$ cat src/include/audio_playback_consts.svh
`ifndef AUDIO_PLAYBACK_CONSTS_SVH
`define AUDIO_PLAYBACK_CONSTS_SVH

// ---------------------------------------------------------------------
// data path widths
// ---------------------------------------------------------------------
`define SAMPLE_W    16    // signed pcm sample
`define WORD_ADDR_W 18    // sample index into memory
`define AXI_ADDR_W  32    // byte address on the read bus

`define BCLK_DIV    4     // clk cycles per half bclk period

// ---------------------------------------------------------------------
// voice register map and pan bits
// ---------------------------------------------------------------------
`define REG_START   0
`define REG_LENGTH  1
`define REG_LOOP    2
`define REG_PAN     3
`define REG_ENABLE  4
`define PAN_LEFT    0
`define PAN_RIGHT   1

`endif

$ cat src/hw/audio_pkg.sv
`include "audio_playback_consts.svh"

package audio_pkg;

    typedef logic signed [`SAMPLE_W-1:0] sample_t;
    typedef logic [`WORD_ADDR_W-1:0]     word_addr_t;
    typedef logic [`AXI_ADDR_W-1:0]      axi_addr_t;
    typedef logic [2:0]                  reg_sel_t;
    typedef logic [31:0]                 reg_data_t;
    typedef logic [1:0]                  pan_t;    // bit PAN_LEFT and bit PAN_RIGHT

    // idle waits for the frame strobe, hold is the stopped voice
    typedef enum logic [1:0] {
        idle,
        request,
        wait_data,
        hold
    } voice_state_t;

endpackage

$ cat src/hw/voice_reader.sv
`timescale 1ns/10ps
`include "audio_playback_consts.svh"

module voice_reader (
    input  logic                 clk,
    input  logic                 rst,
    input  logic                 reg_we,
    input  audio_pkg::reg_sel_t  reg_sel,
    input  audio_pkg::reg_data_t reg_data,
    input  logic                 frame_strobe,
    input  logic                 arready,
    input  audio_pkg::sample_t   rdata,
    input  logic [1:0]           rresp,
    input  logic                 rvalid,
    output audio_pkg::axi_addr_t araddr,
    output logic                 arvalid,
    output logic                 rready,
    output audio_pkg::sample_t   voice_sample,
    output audio_pkg::pan_t      pan,
    output logic                 active
);
    import audio_pkg::*;

    word_addr_t   start_q;
    word_addr_t   length_q;
    logic         loop_q;
    pan_t         pan_q;
    voice_state_t state;
    word_addr_t   pos_q;
    word_addr_t   next_pos;
    word_addr_t   end_pos;
    axi_addr_t    araddr_q;
    sample_t      sample_q;
    logic         active_q;
    logic         last_q;
    logic         wr_enable;
    logic         beat;

    // ---------------------------------------------------------------------
    // register file
    // ---------------------------------------------------------------------
    always_ff @(posedge clk) begin
        if (reg_we && reg_sel == reg_sel_t'(`REG_START))
            start_q <= reg_data[`WORD_ADDR_W-1:0];
        if (reg_we && reg_sel == reg_sel_t'(`REG_LENGTH))
            length_q <= reg_data[`WORD_ADDR_W-1:0];
    end

    always_ff @(posedge clk) begin
        if (!rst) begin
            loop_q <= 1'b0;
            pan_q  <= '0;
        end else if (reg_we) begin
            if (reg_sel == reg_sel_t'(`REG_LOOP))
                loop_q <= reg_data[0];
            if (reg_sel == reg_sel_t'(`REG_PAN))
                pan_q <= reg_data[1:0];
        end
    end

    assign wr_enable = reg_we && (reg_sel == reg_sel_t'(`REG_ENABLE));
    assign beat      = rvalid && (state == wait_data);
    assign next_pos  = pos_q + 1'b1;
    assign end_pos   = start_q + length_q;    // first index past the region

    // ---------------------------------------------------------------------
    // fetch state machine
    // ---------------------------------------------------------------------
    always_ff @(posedge clk) begin
        if (!rst) begin
            state    <= hold;
            active_q <= 1'b0;
            last_q   <= 1'b0;
            sample_q <= '0;
            pos_q    <= '0;
        end else begin
            case (state)
                idle: if (frame_strobe) begin
                    if (last_q) begin    // last sample went out with this frame
                        state    <= hold;
                        active_q <= 1'b0;
                        last_q   <= 1'b0;
                        sample_q <= '0;
                    end else begin
                        state    <= request;
                        araddr_q <= axi_addr_t'({pos_q, 1'b0});
                    end
                end
                request: if (arready)
                    state <= wait_data;
                wait_data: if (beat) begin
                    if (!active_q) begin    // stopped while the read was in flight
                        state <= hold;
                    end else if (rresp == 2'b00) begin
                        state    <= idle;
                        sample_q <= rdata;
                        if (next_pos != end_pos) begin
                            pos_q <= next_pos;
                        end else if (loop_q) begin
                            pos_q <= start_q;
                        end else begin
                            pos_q  <= next_pos;
                            last_q <= 1'b1;
                        end
                    end else begin
                        state    <= hold;
                        active_q <= 1'b0;
                        sample_q <= '0;
                    end
                end
                default: ;
            endcase

            // an open read is always finished before the voice leaves it
            if (wr_enable) begin
                last_q <= 1'b0;
                if (reg_data[0]) begin
                    active_q <= 1'b1;
                    pos_q    <= start_q;
                    if (state == idle || state == hold)
                        state <= idle;
                end else begin
                    active_q <= 1'b0;
                    sample_q <= '0;
                    if (state == idle || state == hold)
                        state <= hold;
                end
            end
        end
    end

    assign araddr       = araddr_q;
    assign arvalid      = (state == request);
    assign rready       = (state == wait_data);
    assign voice_sample = sample_q;
    assign pan          = pan_q;
    assign active       = active_q;

endmodule

$ cat src/hw/sample_mixer.sv
`timescale 1ns/10ps
`include "audio_playback_consts.svh"

module sample_mixer (
    input  audio_pkg::sample_t voice0_sample,
    input  audio_pkg::sample_t voice1_sample,
    input  audio_pkg::pan_t    voice0_pan,
    input  audio_pkg::pan_t    voice1_pan,
    output audio_pkg::sample_t left,
    output audio_pkg::sample_t right
);
    import audio_pkg::*;

    logic [`SAMPLE_W:0] left_sum;    // one guard bit for the overflow check
    logic [`SAMPLE_W:0] right_sum;

    // top two bits differ only when the sum left the 16-bit range
    function automatic sample_t clip(input logic [`SAMPLE_W:0] sum);
        case (sum[`SAMPLE_W -: 2])
            2'b01:   clip = {1'b0, {(`SAMPLE_W-1){1'b1}}};
            2'b10:   clip = {1'b1, {(`SAMPLE_W-1){1'b0}}};
            default: clip = sum[`SAMPLE_W-1:0];
        endcase
    endfunction

    always_comb begin
        left_sum  = '0;
        right_sum = '0;
        if (voice0_pan[`PAN_LEFT])
            left_sum = left_sum + {voice0_sample[`SAMPLE_W-1], voice0_sample};
        if (voice1_pan[`PAN_LEFT])
            left_sum = left_sum + {voice1_sample[`SAMPLE_W-1], voice1_sample};
        if (voice0_pan[`PAN_RIGHT])
            right_sum = right_sum + {voice0_sample[`SAMPLE_W-1], voice0_sample};
        if (voice1_pan[`PAN_RIGHT])
            right_sum = right_sum + {voice1_sample[`SAMPLE_W-1], voice1_sample};
    end

    assign left  = clip(left_sum);
    assign right = clip(right_sum);

endmodule

$ cat src/hw/i2s_transmitter.sv
`timescale 1ns/10ps
`include "audio_playback_consts.svh"

module i2s_transmitter (
    input  logic               clk,
    input  logic               rst,
    input  audio_pkg::sample_t left,
    input  audio_pkg::sample_t right,
    output logic               bclk,
    output logic               lrclk,
    output logic               dout,
    output logic               frame_strobe
);
    import audio_pkg::*;

    logic [7:0]                   div_cnt;
    logic                         bclk_q;
    logic                         half_done;
    logic                         bclk_fall;
    logic [4:0]                   bit_cnt;    // bit 4 selects the right word
    logic [2*$bits(sample_t)-1:0] shift_q;

    // ---------------------------------------------------------------------
    // bit clock
    // ---------------------------------------------------------------------
    assign half_done = (div_cnt == 8'(`BCLK_DIV - 1));
    assign bclk_fall = half_done && bclk_q;    // bclk goes low on this edge

    always_ff @(posedge clk) begin
        if (!rst) begin
            div_cnt <= '0;
            bclk_q  <= 1'b0;
        end else if (half_done) begin
            div_cnt <= '0;
            bclk_q  <= ~bclk_q;
        end else begin
            div_cnt <= div_cnt + 8'd1;
        end
    end

    // ---------------------------------------------------------------------
    // frame shifter
    // ---------------------------------------------------------------------
    // strobe marks the edge into bit 0, the mixer output is taken there
    assign frame_strobe = bclk_fall && (bit_cnt == 5'd31);

    always_ff @(posedge clk) begin
        if (!rst) begin
            bit_cnt <= '0;
            shift_q <= '0;
        end else if (bclk_fall) begin
            bit_cnt <= bit_cnt + 5'd1;
            if (frame_strobe)
                shift_q <= {left, right};    // left word goes out first
            else
                shift_q <= {shift_q[$bits(shift_q)-2:0], 1'b0};
        end
    end

    assign bclk  = bclk_q;
    assign lrclk = bit_cnt[4];
    assign dout  = shift_q[$bits(shift_q)-1];

endmodule

$ cat src/hw/audio_playback_top.sv
`timescale 1ns/10ps

module audio_playback_top (
    input  logic                 clk,
    input  logic                 rst,
    input  logic                 reg_we,
    input  logic                 voice_sel,
    input  audio_pkg::reg_sel_t  reg_sel,
    input  audio_pkg::reg_data_t reg_data,
    output audio_pkg::axi_addr_t m0_araddr,
    output logic                 m0_arvalid,
    input  logic                 m0_arready,
    input  audio_pkg::sample_t   m0_rdata,
    input  logic [1:0]           m0_rresp,
    input  logic                 m0_rvalid,
    output logic                 m0_rready,
    output audio_pkg::axi_addr_t m1_araddr,
    output logic                 m1_arvalid,
    input  logic                 m1_arready,
    input  audio_pkg::sample_t   m1_rdata,
    input  logic [1:0]           m1_rresp,
    input  logic                 m1_rvalid,
    output logic                 m1_rready,
    output logic                 bclk,
    output logic                 lrclk,
    output logic                 dout,
    output logic                 voice0_active,
    output logic                 voice1_active
);
    import audio_pkg::*;

    logic    voice0_we;
    logic    voice1_we;
    logic    frame_strobe;
    sample_t voice0_sample;
    sample_t voice1_sample;
    pan_t    voice0_pan;
    pan_t    voice1_pan;
    sample_t left;
    sample_t right;

    assign voice0_we = reg_we && !voice_sel;
    assign voice1_we = reg_we && voice_sel;

    // ---------------------------------------------------------------------
    // voices
    // ---------------------------------------------------------------------
    voice_reader voice0_i (
        .clk(clk), .rst(rst), .reg_we(voice0_we), .reg_sel(reg_sel), .reg_data(reg_data),
        .frame_strobe(frame_strobe), .arready(m0_arready), .rdata(m0_rdata),
        .rresp(m0_rresp), .rvalid(m0_rvalid), .araddr(m0_araddr), .arvalid(m0_arvalid),
        .rready(m0_rready), .voice_sample(voice0_sample), .pan(voice0_pan),
        .active(voice0_active)
    );

    voice_reader voice1_i (
        .clk(clk), .rst(rst), .reg_we(voice1_we), .reg_sel(reg_sel), .reg_data(reg_data),
        .frame_strobe(frame_strobe), .arready(m1_arready), .rdata(m1_rdata),
        .rresp(m1_rresp), .rvalid(m1_rvalid), .araddr(m1_araddr), .arvalid(m1_arvalid),
        .rready(m1_rready), .voice_sample(voice1_sample), .pan(voice1_pan),
        .active(voice1_active)
    );

    sample_mixer mixer_i (
        .voice0_sample(voice0_sample), .voice1_sample(voice1_sample),
        .voice0_pan(voice0_pan), .voice1_pan(voice1_pan), .left(left), .right(right)
    );

    i2s_transmitter i2s_i (
        .clk(clk), .rst(rst), .left(left), .right(right), .bclk(bclk), .lrclk(lrclk),
        .dout(dout), .frame_strobe(frame_strobe)
    );

endmodule

$ cat config.mk
export PLATFORM = sky130hd
export DESIGN_NAME = audio_playback_top
export DESIGN_NICKNAME = d
export VERILOG_FILES = /design/src/hw/audio_pkg.sv /design/src/hw/voice_reader.sv /design/src/hw/sample_mixer.sv /design/src/hw/i2s_transmitter.sv /design/src/hw/audio_playback_top.sv
export VERILOG_INCLUDE_DIRS = /design/src /design/src/include
export SDC_FILE = /design/constraint.sdc
export NUM_CORES = 1
export LEC_CHECK = 0
export BUFFER_PORTS_ARGS = -buffer_cell sky130_fd_sc_hd__buf_2
export CAP_MARGIN = 10
export CORE_AREA = 3 3 196 198
export CTS_CLUSTER_DIAMETER = 40
export CTS_CLUSTER_SIZE = 40
export DETAILED_ROUTE_END_ITERATION = 6
export DIE_AREA = 0 0 199 201
export HOLD_SLACK_MARGIN = 0.15
export SETUP_SLACK_MARGIN = 0.2
export SLEW_MARGIN = 20
export SYNTH_ARGS = -nofsm -noshare
export SYNTH_HDL_FRONTEND = slang
export SYNTH_SLANG_ARGS = --single-unit
export TNS_END_PERCENT = 1
$ cat constraint.sdc
create_clock -name clk -period 5.91 [get_ports clk]
set_clock_uncertainty 0.2 [all_clocks]
set_input_delay 0.2955 -clock clk [delete_from_list [all_inputs] [get_ports clk]]
set_output_delay 0.2955 -clock clk [all_outputs]
set_load 0.02 [all_outputs]
==> impl_metrics.yaml, run 1 <==
critical_path:
  worstSetupStartpoint: "voice0_i.voice_sample[0]"
  rr_startpoint: "voice0_i.voice_sample[0]"
  end_kind: "flop"
  critical_path.top_delay_family: "compound AO/OA/AOI/OAI gates"
  crit_chain: "nand2_1 -> inv_1 -> ha_1 -> inv_1 -> fa_1 -> nor2b_1 -> o21ai_0 -> a21boi_0 -> o21ai_0 -> a21oi_1 -> o21ai_0 -> a21oi_1 -> a21oi_1 -> o211ai_1 -> o21ai_0 -> a21o_1 -> ha_1 -> nand2_1 -> nor2_1 -> a221oi_1 -> nor3_1 -> a21oi_1 -> nor2_1"
  worstSetupPathType: "reg2reg"
  critical_path.max_fanout: 13
  buf_inv_on_cp: 2
  crit_path_top_delay_cell: "sky130_fd_sc_hd__ha_1"
  required_ns: 6.15
  worst_setup_path_start_kind: "flop"
  worst-endpoint-arrival_ns: 5.40
  critical_path.max_stage_delay_ns: 0.48
clock_tree:
  cts_tree: "done"
  clock_tree.htree_level_count: 2
  insertion_delay_ns: 0.53
  max-clock-path-buffers: 3
  clock-root-buffer: "sky130_fd_sc_hd__clkbuf_16"
  cts-buffers-inserted: 36
  cts.reportedPaths.clkPinSlew_ns: 0.05
  clock_sinks: 236
logic_synthesis:
  yosys_warnings: 0
  netlist_area_mm2: 0.0142
  synth_ff_type: "sky130_fd_sc_hd__dfxtp_1"
  seq_total_area_yosys_pct: 40.8
  async_reset_ff_share_pct: 0
  count_of_cell_types_in_the_netlist: 79
  synth-seq-cells: 236
  post_synth_edffs: 108
  synth.avg_cell_area_um2: 9.24
  synth_cells: 1540
detailed_routing:
  viasPerCell: 5.41
  drt_iter0_markers: 569
  final_antenna_net_count: 0
  drc: 0
  dr.pass1.iters: 7
  total_via_count_in_the_routed_design: 11900
  wirelength_um: 38000
  detail_route.wl_per_cell_um: 17.3
cells_and_area:
  antenna_cells_inserted: 0
  finish.instance_area_mm2: 0.0171
  fin_nets: 1871
  leading_cell_type_in_the_layout_fill_and_taps_excluded: "sky130_fd_sc_hd__nor2_1"
  post_route_cells_drive_above_1_share_pct: 12.9
  commonest_non_fill_non_tap_cells_in_the_layout: "sky130_fd_sc_hd__nor2_1, sky130_fd_sc_hd__a21oi_1, sky130_fd_sc_hd__dfxtp_1, sky130_fd_sc_hd__buf_2, sky130_fd_sc_hd__edfxtp_1"
  post-route-util_pct: 46.5
  syn_to_final_growth_pct: 19.9
global_route:
  grt_pass1_vias: 11700
  grt_remaining_overflow: 0
  grt_pass1_wl_um: 61200
  grt_antenna_before_repair: 0
  global_route_usage_sum_pct: 18.8
  grt_max_degree: 53
sta:
  tightestPinTransition_ns: 0.970
  layout_min_cycle_time_ns: 5.16
  timing.final.crit_share_pct: 87.3
  totalNegativeSetupSlack_ns: 0
  timing.max_slew.rel_slack_pct: 35.2
  clock.fmax_mhz: 194
  report.final.setup_viol: 0
  drv_slew: 0
  finalHoldViolCount: 0
  grt_setup_unrepaired: "false"
die:
  die_height_um: 201
  total_core_area_mm2: 0.0367
  die-area_mm2: 0.0400
  row_count: 70
  initial_core_util_pct: 38.8
  die_width_um: 199
  i_o_pins: 152
place:
  hpwlAfterDp_um: 27800
  placed_area_mm2: 0.0151
  globalplace.congestion: 0.851
  placement.io_buffers: 109
power:
  netSwitchingFraction_pct: 25.9
  static-leakage-power_nw: 6.77
  power_frac_clock_pct: 49.1
  power.switching_mw: 1.14
  worst_vdd_drop_uv: 174
  post-layout-total-power_mw: 4.40
  power.internal_mw: 3.26
  power_frac_comb_pct: 10.8
  power.density_mw_per_mm2: 258
  p_seq_share_pct: 40.1
run_status:
  outcome: "finished, final reports clean"
min_path:
  min-delay-start: "m1_arready"
  min_path_type: "in2reg"
job:
  cap_viol_max_count: 0
flip-flops by register name, indices dropped and copies added, names as in the netlist, 2 cells and up:
name	cells
i2s_i.bit_cnt	5
i2s_i.div_cnt	8
i2s_i.shift_q	32
voice0_i.araddr	18
voice0_i.length_q	18
voice0_i.pan	2
voice0_i.pos_q	18
voice0_i.start_q	18
voice0_i.state	2
voice0_i.voice_sample	16
voice1_i.araddr	18
voice1_i.length_q	18
voice1_i.pan	2
voice1_i.pos_q	18
voice1_i.start_q	18
voice1_i.state	2
voice1_i.voice_sample	16
logic make-up after synthesis:
kind of cell	Yosys count	synth area share, %
compound gates	417	19.1
xor+xnor	142	8.93
fa+ha+maj	87	7.86
buf+inv	149	4.91
flops	236	40.8
mux	25	1.86
other cells	1	0.0264
simple gates	483	16.5
metrics by stage:
stage          std cells  hold WS (ns)  setup slack [ns]
3_3_place_gp        2066         0.228             0.905
3_5_place_dp        2066         0.244             0.828
5_1_grt             2200         0.271             0.301
4_1_cts             2200         0.189             0.802
2_1_floorplan       1567         0.194              1.35
6_report            2200         0.225             0.752
worst min-delay path: stages:
cell,delay [ns]
sky130_fd_sc_hd__buf_2,0.09
sky130_fd_sc_hd__o21ai_0,0.08
sky130_fd_sc_hd__and3_1,0.19
sky130_fd_sc_hd__a21oi_1,0.11
sky130_fd_sc_hd__o21ai_0,0.08
sky130_fd_sc_hd__nand2_1,0.06
Yosys cell counts, types with 6 or more instances:
cell type                     n  area share [%]
sky130_fd_sc_hd__a221oi_1    13            0.80
sky130_fd_sc_hd__o211ai_1    16            0.84
sky130_fd_sc_hd__a211o_1      7            0.43
sky130_fd_sc_hd__dfxtp_1    128              18
sky130_fd_sc_hd__o21ai_0     93             3.3
sky130_fd_sc_hd__clkbuf_1    54             1.4
sky130_fd_sc_hd__ha_1        83             7.3
sky130_fd_sc_hd__or3_1        9            0.40
sky130_fd_sc_hd__buf_2        6            0.21
sky130_fd_sc_hd__and3_1      21            0.92
sky130_fd_sc_hd__o2111ai_1    6            0.37
sky130_fd_sc_hd__nor3_1      42             1.5
sky130_fd_sc_hd__a21o_1      22             1.2
sky130_fd_sc_hd__a221o_1      6            0.42
sky130_fd_sc_hd__edfxtp_1   108              23
sky130_fd_sc_hd__o21a_1       6            0.32
sky130_fd_sc_hd__mux2i_1     13            0.91
sky130_fd_sc_hd__a21oi_1    132             4.6
sky130_fd_sc_hd__nor2b_1      8            0.35
sky130_fd_sc_hd__mux2_2      12            0.95
sky130_fd_sc_hd__nand2b_1    17            0.75
sky130_fd_sc_hd__buf_4       28             1.5
sky130_fd_sc_hd__o21bai_1    12            0.63
sky130_fd_sc_hd__and4_1       6            0.37
sky130_fd_sc_hd__a31oi_1     12            0.53
sky130_fd_sc_hd__nand3_1     50             1.8
sky130_fd_sc_hd__a211oi_1     8            0.42
sky130_fd_sc_hd__xor2_1      38             2.3
sky130_fd_sc_hd__nand4_1     15            0.66
sky130_fd_sc_hd__a22oi_1     32             1.7
sky130_fd_sc_hd__and2_1      37             1.6
sky130_fd_sc_hd__nor2_1     160             4.2
sky130_fd_sc_hd__o21ai_1      6            0.21
sky130_fd_sc_hd__xnor2_1    102             6.3
sky130_fd_sc_hd__nor4_1      11            0.48
sky130_fd_sc_hd__inv_1       51             1.3
sky130_fd_sc_hd__nand2_1     85             2.2
repair_timing:
item / 4_1_cts / 5_1_grt
setup buffers: 0 / 0
endpoints found under the hold margin: 132 / 0
resized for setup: 0 / 0
hold buffers: 69 / 0
final cells by class:
class / instances / area, um2
clock buffer: 39 / 922
clock inverter: 26 / 317
sequential: 236 / 5810
fill: 3507 / 19600
inverter: 52 / 195
tap: 468 / 586
multi-input combinational: 1182 / 7870
timing repair buffer: 197 / 1380
metal layers:
layer | track usage, % | wire length (um)
met4 | 5.90 | 1110
met5 | 0 | 0
met1 | 23.6 | 16300
met3 | 2.85 | 1610
met2 | 33.1 | 19000
path summary, 6_finish.rpt:
path                            end  slack (ns)  cells past startpoint
setup / recovery  i2s_i.shift_q[11]        0.75                     23
setup reg to reg  i2s_i.shift_q[11]        0.75                     23
hold / removal    voice1_i.state[1]        0.22                      6
hold reg to reg    i2s_i.div_cnt[0]        0.25                      1
power groups by stage:
stage,Clock (mW),Combinational (mW),Sequential (mW)
floorplan,0,0.327,1.79
global placement,0,0.421,1.80
detailed placement,0,0.429,1.80
CTS,2.22,0.474,1.77
global route,2.29,0.533,1.77
finish,2.16,0.474,1.77
Power figures use the tool's default switching activity.
==> run 2, diff against run 1 <==
==> constraint.sdc (replaced) <==
create_clock -name clk -period 6.2 [get_ports clk]
set_clock_uncertainty 0.2 [all_clocks]
set_input_delay 0.31 -clock clk [delete_from_list [all_inputs] [get_ports clk]]
set_output_delay 0.31 -clock clk [all_outputs]
set_load 0.02 [all_outputs]
==> run 2 against run 1 <==
  * Worst setup slack improved by 0.27 ns
  * Register-to-register slack improved by 0.27 ns
  * Final cell count decreased by 0.23%
  * Largest power group unchanged
  * Via count decreased by 0.14%
  * Worst hold slack got worse by 0.028 ns
  * Sequential cell count unchanged
  * Sequential share of layout area increased by 0.15 points
  * First-iteration DRC count increased by 9.0%
==> impl_metrics.yaml, run 2 (synthesis gave the netlist of run 1 again) <==
power:
  power_frac_clock_pct: 48.3
  power.density_mw_per_mm2: 242
  worst_vdd_drop_uv: 175
  power.switching_mw: 1.12
  power_frac_comb_pct: 10.8
  power.internal_mw: 3.00
  static-leakage-power_nw: 6.73
  netSwitchingFraction_pct: 27.2
  p_seq_share_pct: 40.9
sta:
  timing.final.crit_share_pct: 83.5
  clock.fmax_mhz: 193
  report.final.setup_viol: 0
  timing.max_slew.rel_slack_pct: 28.1
  finalHoldViolCount: 0
  grt_setup_unrepaired: "false"
  finalHoldWorstSlack_ns: 0.196
  tightestPinTransition_ns: 1.07
  totalNegativeSetupSlack_ns: 0
  drv_slew: 0
  layout_min_cycle_time_ns: 5.18
cells_and_area:
  post-route-util_pct: 46.3
  regMostFlops: "i2s_i.shift_q"
  fin_nets: 1867
  post_route_cells_drive_above_1_share_pct: 12.7
  nFillCells: 3500
  commonest_non_fill_non_tap_cells_in_the_layout: "sky130_fd_sc_hd__nor2_1, sky130_fd_sc_hd__a21oi_1, sky130_fd_sc_hd__dfxtp_1, sky130_fd_sc_hd__buf_2, sky130_fd_sc_hd__edfxtp_1"
  leading_cell_type_in_the_layout_fill_and_taps_excluded: "sky130_fd_sc_hd__nor2_1"
  largest_register_ffs: 32
  antenna_cells_inserted: 0
  syn_to_final_growth_pct: 19.4
die:
  die_width_um: 199
  i_o_pins: 152
  total_core_area_mm2: 0.0367
  row_count: 70
  initial_core_util_pct: 38.8
  die_height_um: 201
  die-area_mm2: 0.0400
critical_path:
  worstSetupPathType: "reg2reg"
  critical_path.top_delay_family: "compound AO/OA/AOI/OAI gates"
  worst_setup_path_start_kind: "flop"
  buf_inv_on_cp: 2
  crit_path_top_delay_cell: "sky130_fd_sc_hd__fa_1"
  required_ns: 6.37
  critical_path.max_stage_delay_ns: 0.44
  end_kind: "flop"
  critical_path.max_fanout: 12
  worst-endpoint-arrival_ns: 5.35
  critical-path-top-cell-by-count: "sky130_fd_sc_hd__a21oi_1"
  crit_chain: "and2_1 -> ha_1 -> inv_1 -> fa_1 -> inv_1 -> a21oi_1 -> o21bai_1 -> a21o_1 -> a21oi_1 -> o21ai_0 -> a31oi_1 -> a211oi_1 -> nand3_1 -> a32o_1 -> a21o_1 -> ha_1 -> and3b_1 -> a221oi_1 -> nor3_1 -> a21oi_1 -> nor2_1"
place:
  globalplace.congestion: 0.878
  placement.io_buffers: 109
  hpwlAfterDp_um: 27800
clock_tree:
  clock-root-buffer: "sky130_fd_sc_hd__clkbuf_16"
  cts.reportedPaths.clkPinSlew_ns: 0.06
  cts_tree: "done"
  max-clock-path-buffers: 3
  post_cts.resized_instances: 0
  clock_tree.htree_level_count: 2
  cts-buffers-inserted: 34
  insertion_delay_ns: 0.54
  clock_sinks: 236
global_route:
  grt_antenna_before_repair: 1
  grt_max_degree: 54
  global_route_usage_sum_pct: 18.6
  grt_pass1_wl_um: 60400
  grt_remaining_overflow: 0
  grt_pass1_vias: 11600
detailed_routing:
  dr.pass1.iters: 5
  wirelength_um: 38000
  viasPerCell: 5.42
  total_via_count_in_the_routed_design: 11900
  drc: 0
  final_antenna_net_count: 0
  detail_route.wl_per_cell_um: 17.3
  drt_iter0_markers: 620
min_path:
  min_path_type: "in2reg"
job:
  cap_viol_max_count: 0
run_status:
  outcome: "finished, final reports clean"
## run 2: cell count changes in the layout (fill, tap and decap cells not counted), moves of 2 or more
cell | before | now
sky130_fd_sc_hd__dlygate4sd3_1 | 69 | 66
sky130_fd_sc_hd__bufinv_16 | 4 | 2
sky130_fd_sc_hd__inv_8 | 1 | 5
sky130_fd_sc_hd__clkinv_4 | 3 | 1
sky130_fd_sc_hd__inv_6 | 7 | 5
sky130_fd_sc_hd__inv_12 | 0 | 2
## run 2: layer usage
metal | wire length (um) | track usage (%) | part of all wire, % | vias to the layer above
li1 | - | - | - | 5904
met4 | 796 | 4.72 | 2.1 | 0
met3 | 1430 | 2.60 | 3.8 | 59
met5 | 0 | 0 | 0 | -
met1 | 16600 | 23.6 | 44 | 5667
met2 | 19100 | 33.1 | 50 | 258
## run 2: path summary, 6_finish.rpt
| path | from | endpoint | slack [ns] | cells after the start |
|---|---|---|---|---|
| worst max register to register | voice0_i.voice_sample[0] | i2s_i.shift_q[25] | 1.02 | 21 |
| worst max-delay path | voice0_i.voice_sample[0] | i2s_i.shift_q[25] | 1.02 | 21 |
| worst min-delay path | rst | voice1_i.state[1] | 0.20 | 3 |
| worst min register to register | i2s_i.div_cnt[0] | i2s_i.div_cnt[0] | 0.24 | 1 |
## run 2: power groups by stage
stage,Sequential [mW],Clock [mW],Combinational (mW)
after floorplan,1.71,0,0.312
after global routing,1.69,2.10,0.500
after CTS,1.68,2.04,0.444
after detailed placement,1.72,0,0.409
final,1.68,1.99,0.445
after global placement,1.71,0,0.402
## run 2: what timing repair did
item / in CTS / in global routing
hold endpoints to repair: 118 / 0
setup buffers: 0 / 0
hold buffers: 66 / 0
## run 2: worst reg2reg max path: cells and delay by family, from the launching register on
family,cells,cell delay [ns]
fa+ha+maj,3,1.05
buf+inv,2,0.13
flops,1,0.43
simple gates,5,0.76
compound gates,11,2.46
## run 2: metrics by stage
stage	total power, mW	instances	instance area, um2	setup slack (ns)
3_5_place_dp	2.13	2067	15100	1.10
3_3_place_gp	2.12	2066	15100	1.23
2_1_floorplan	2.02	1567	14300	1.64
4_1_cts	4.16	2195	17000	1.07
5_1_grt	4.29	2195	17000	0.637
6_report	4.12	2195	17000	1.02
## run 2: area by class of cell
class / count / area [um2] / area share [%]
sequential: 236 / 5810 / 34.2
tap: 468 / 586 / 3.45
timing repair buffer: 195 / 1360 / 8.02
multi-input combinational: 1182 / 7860 / 46.2
clock inverter: 25 / 307 / 1.80
inverter: 52 / 195 / 1.15
clock buffer: 37 / 883 / 5.20
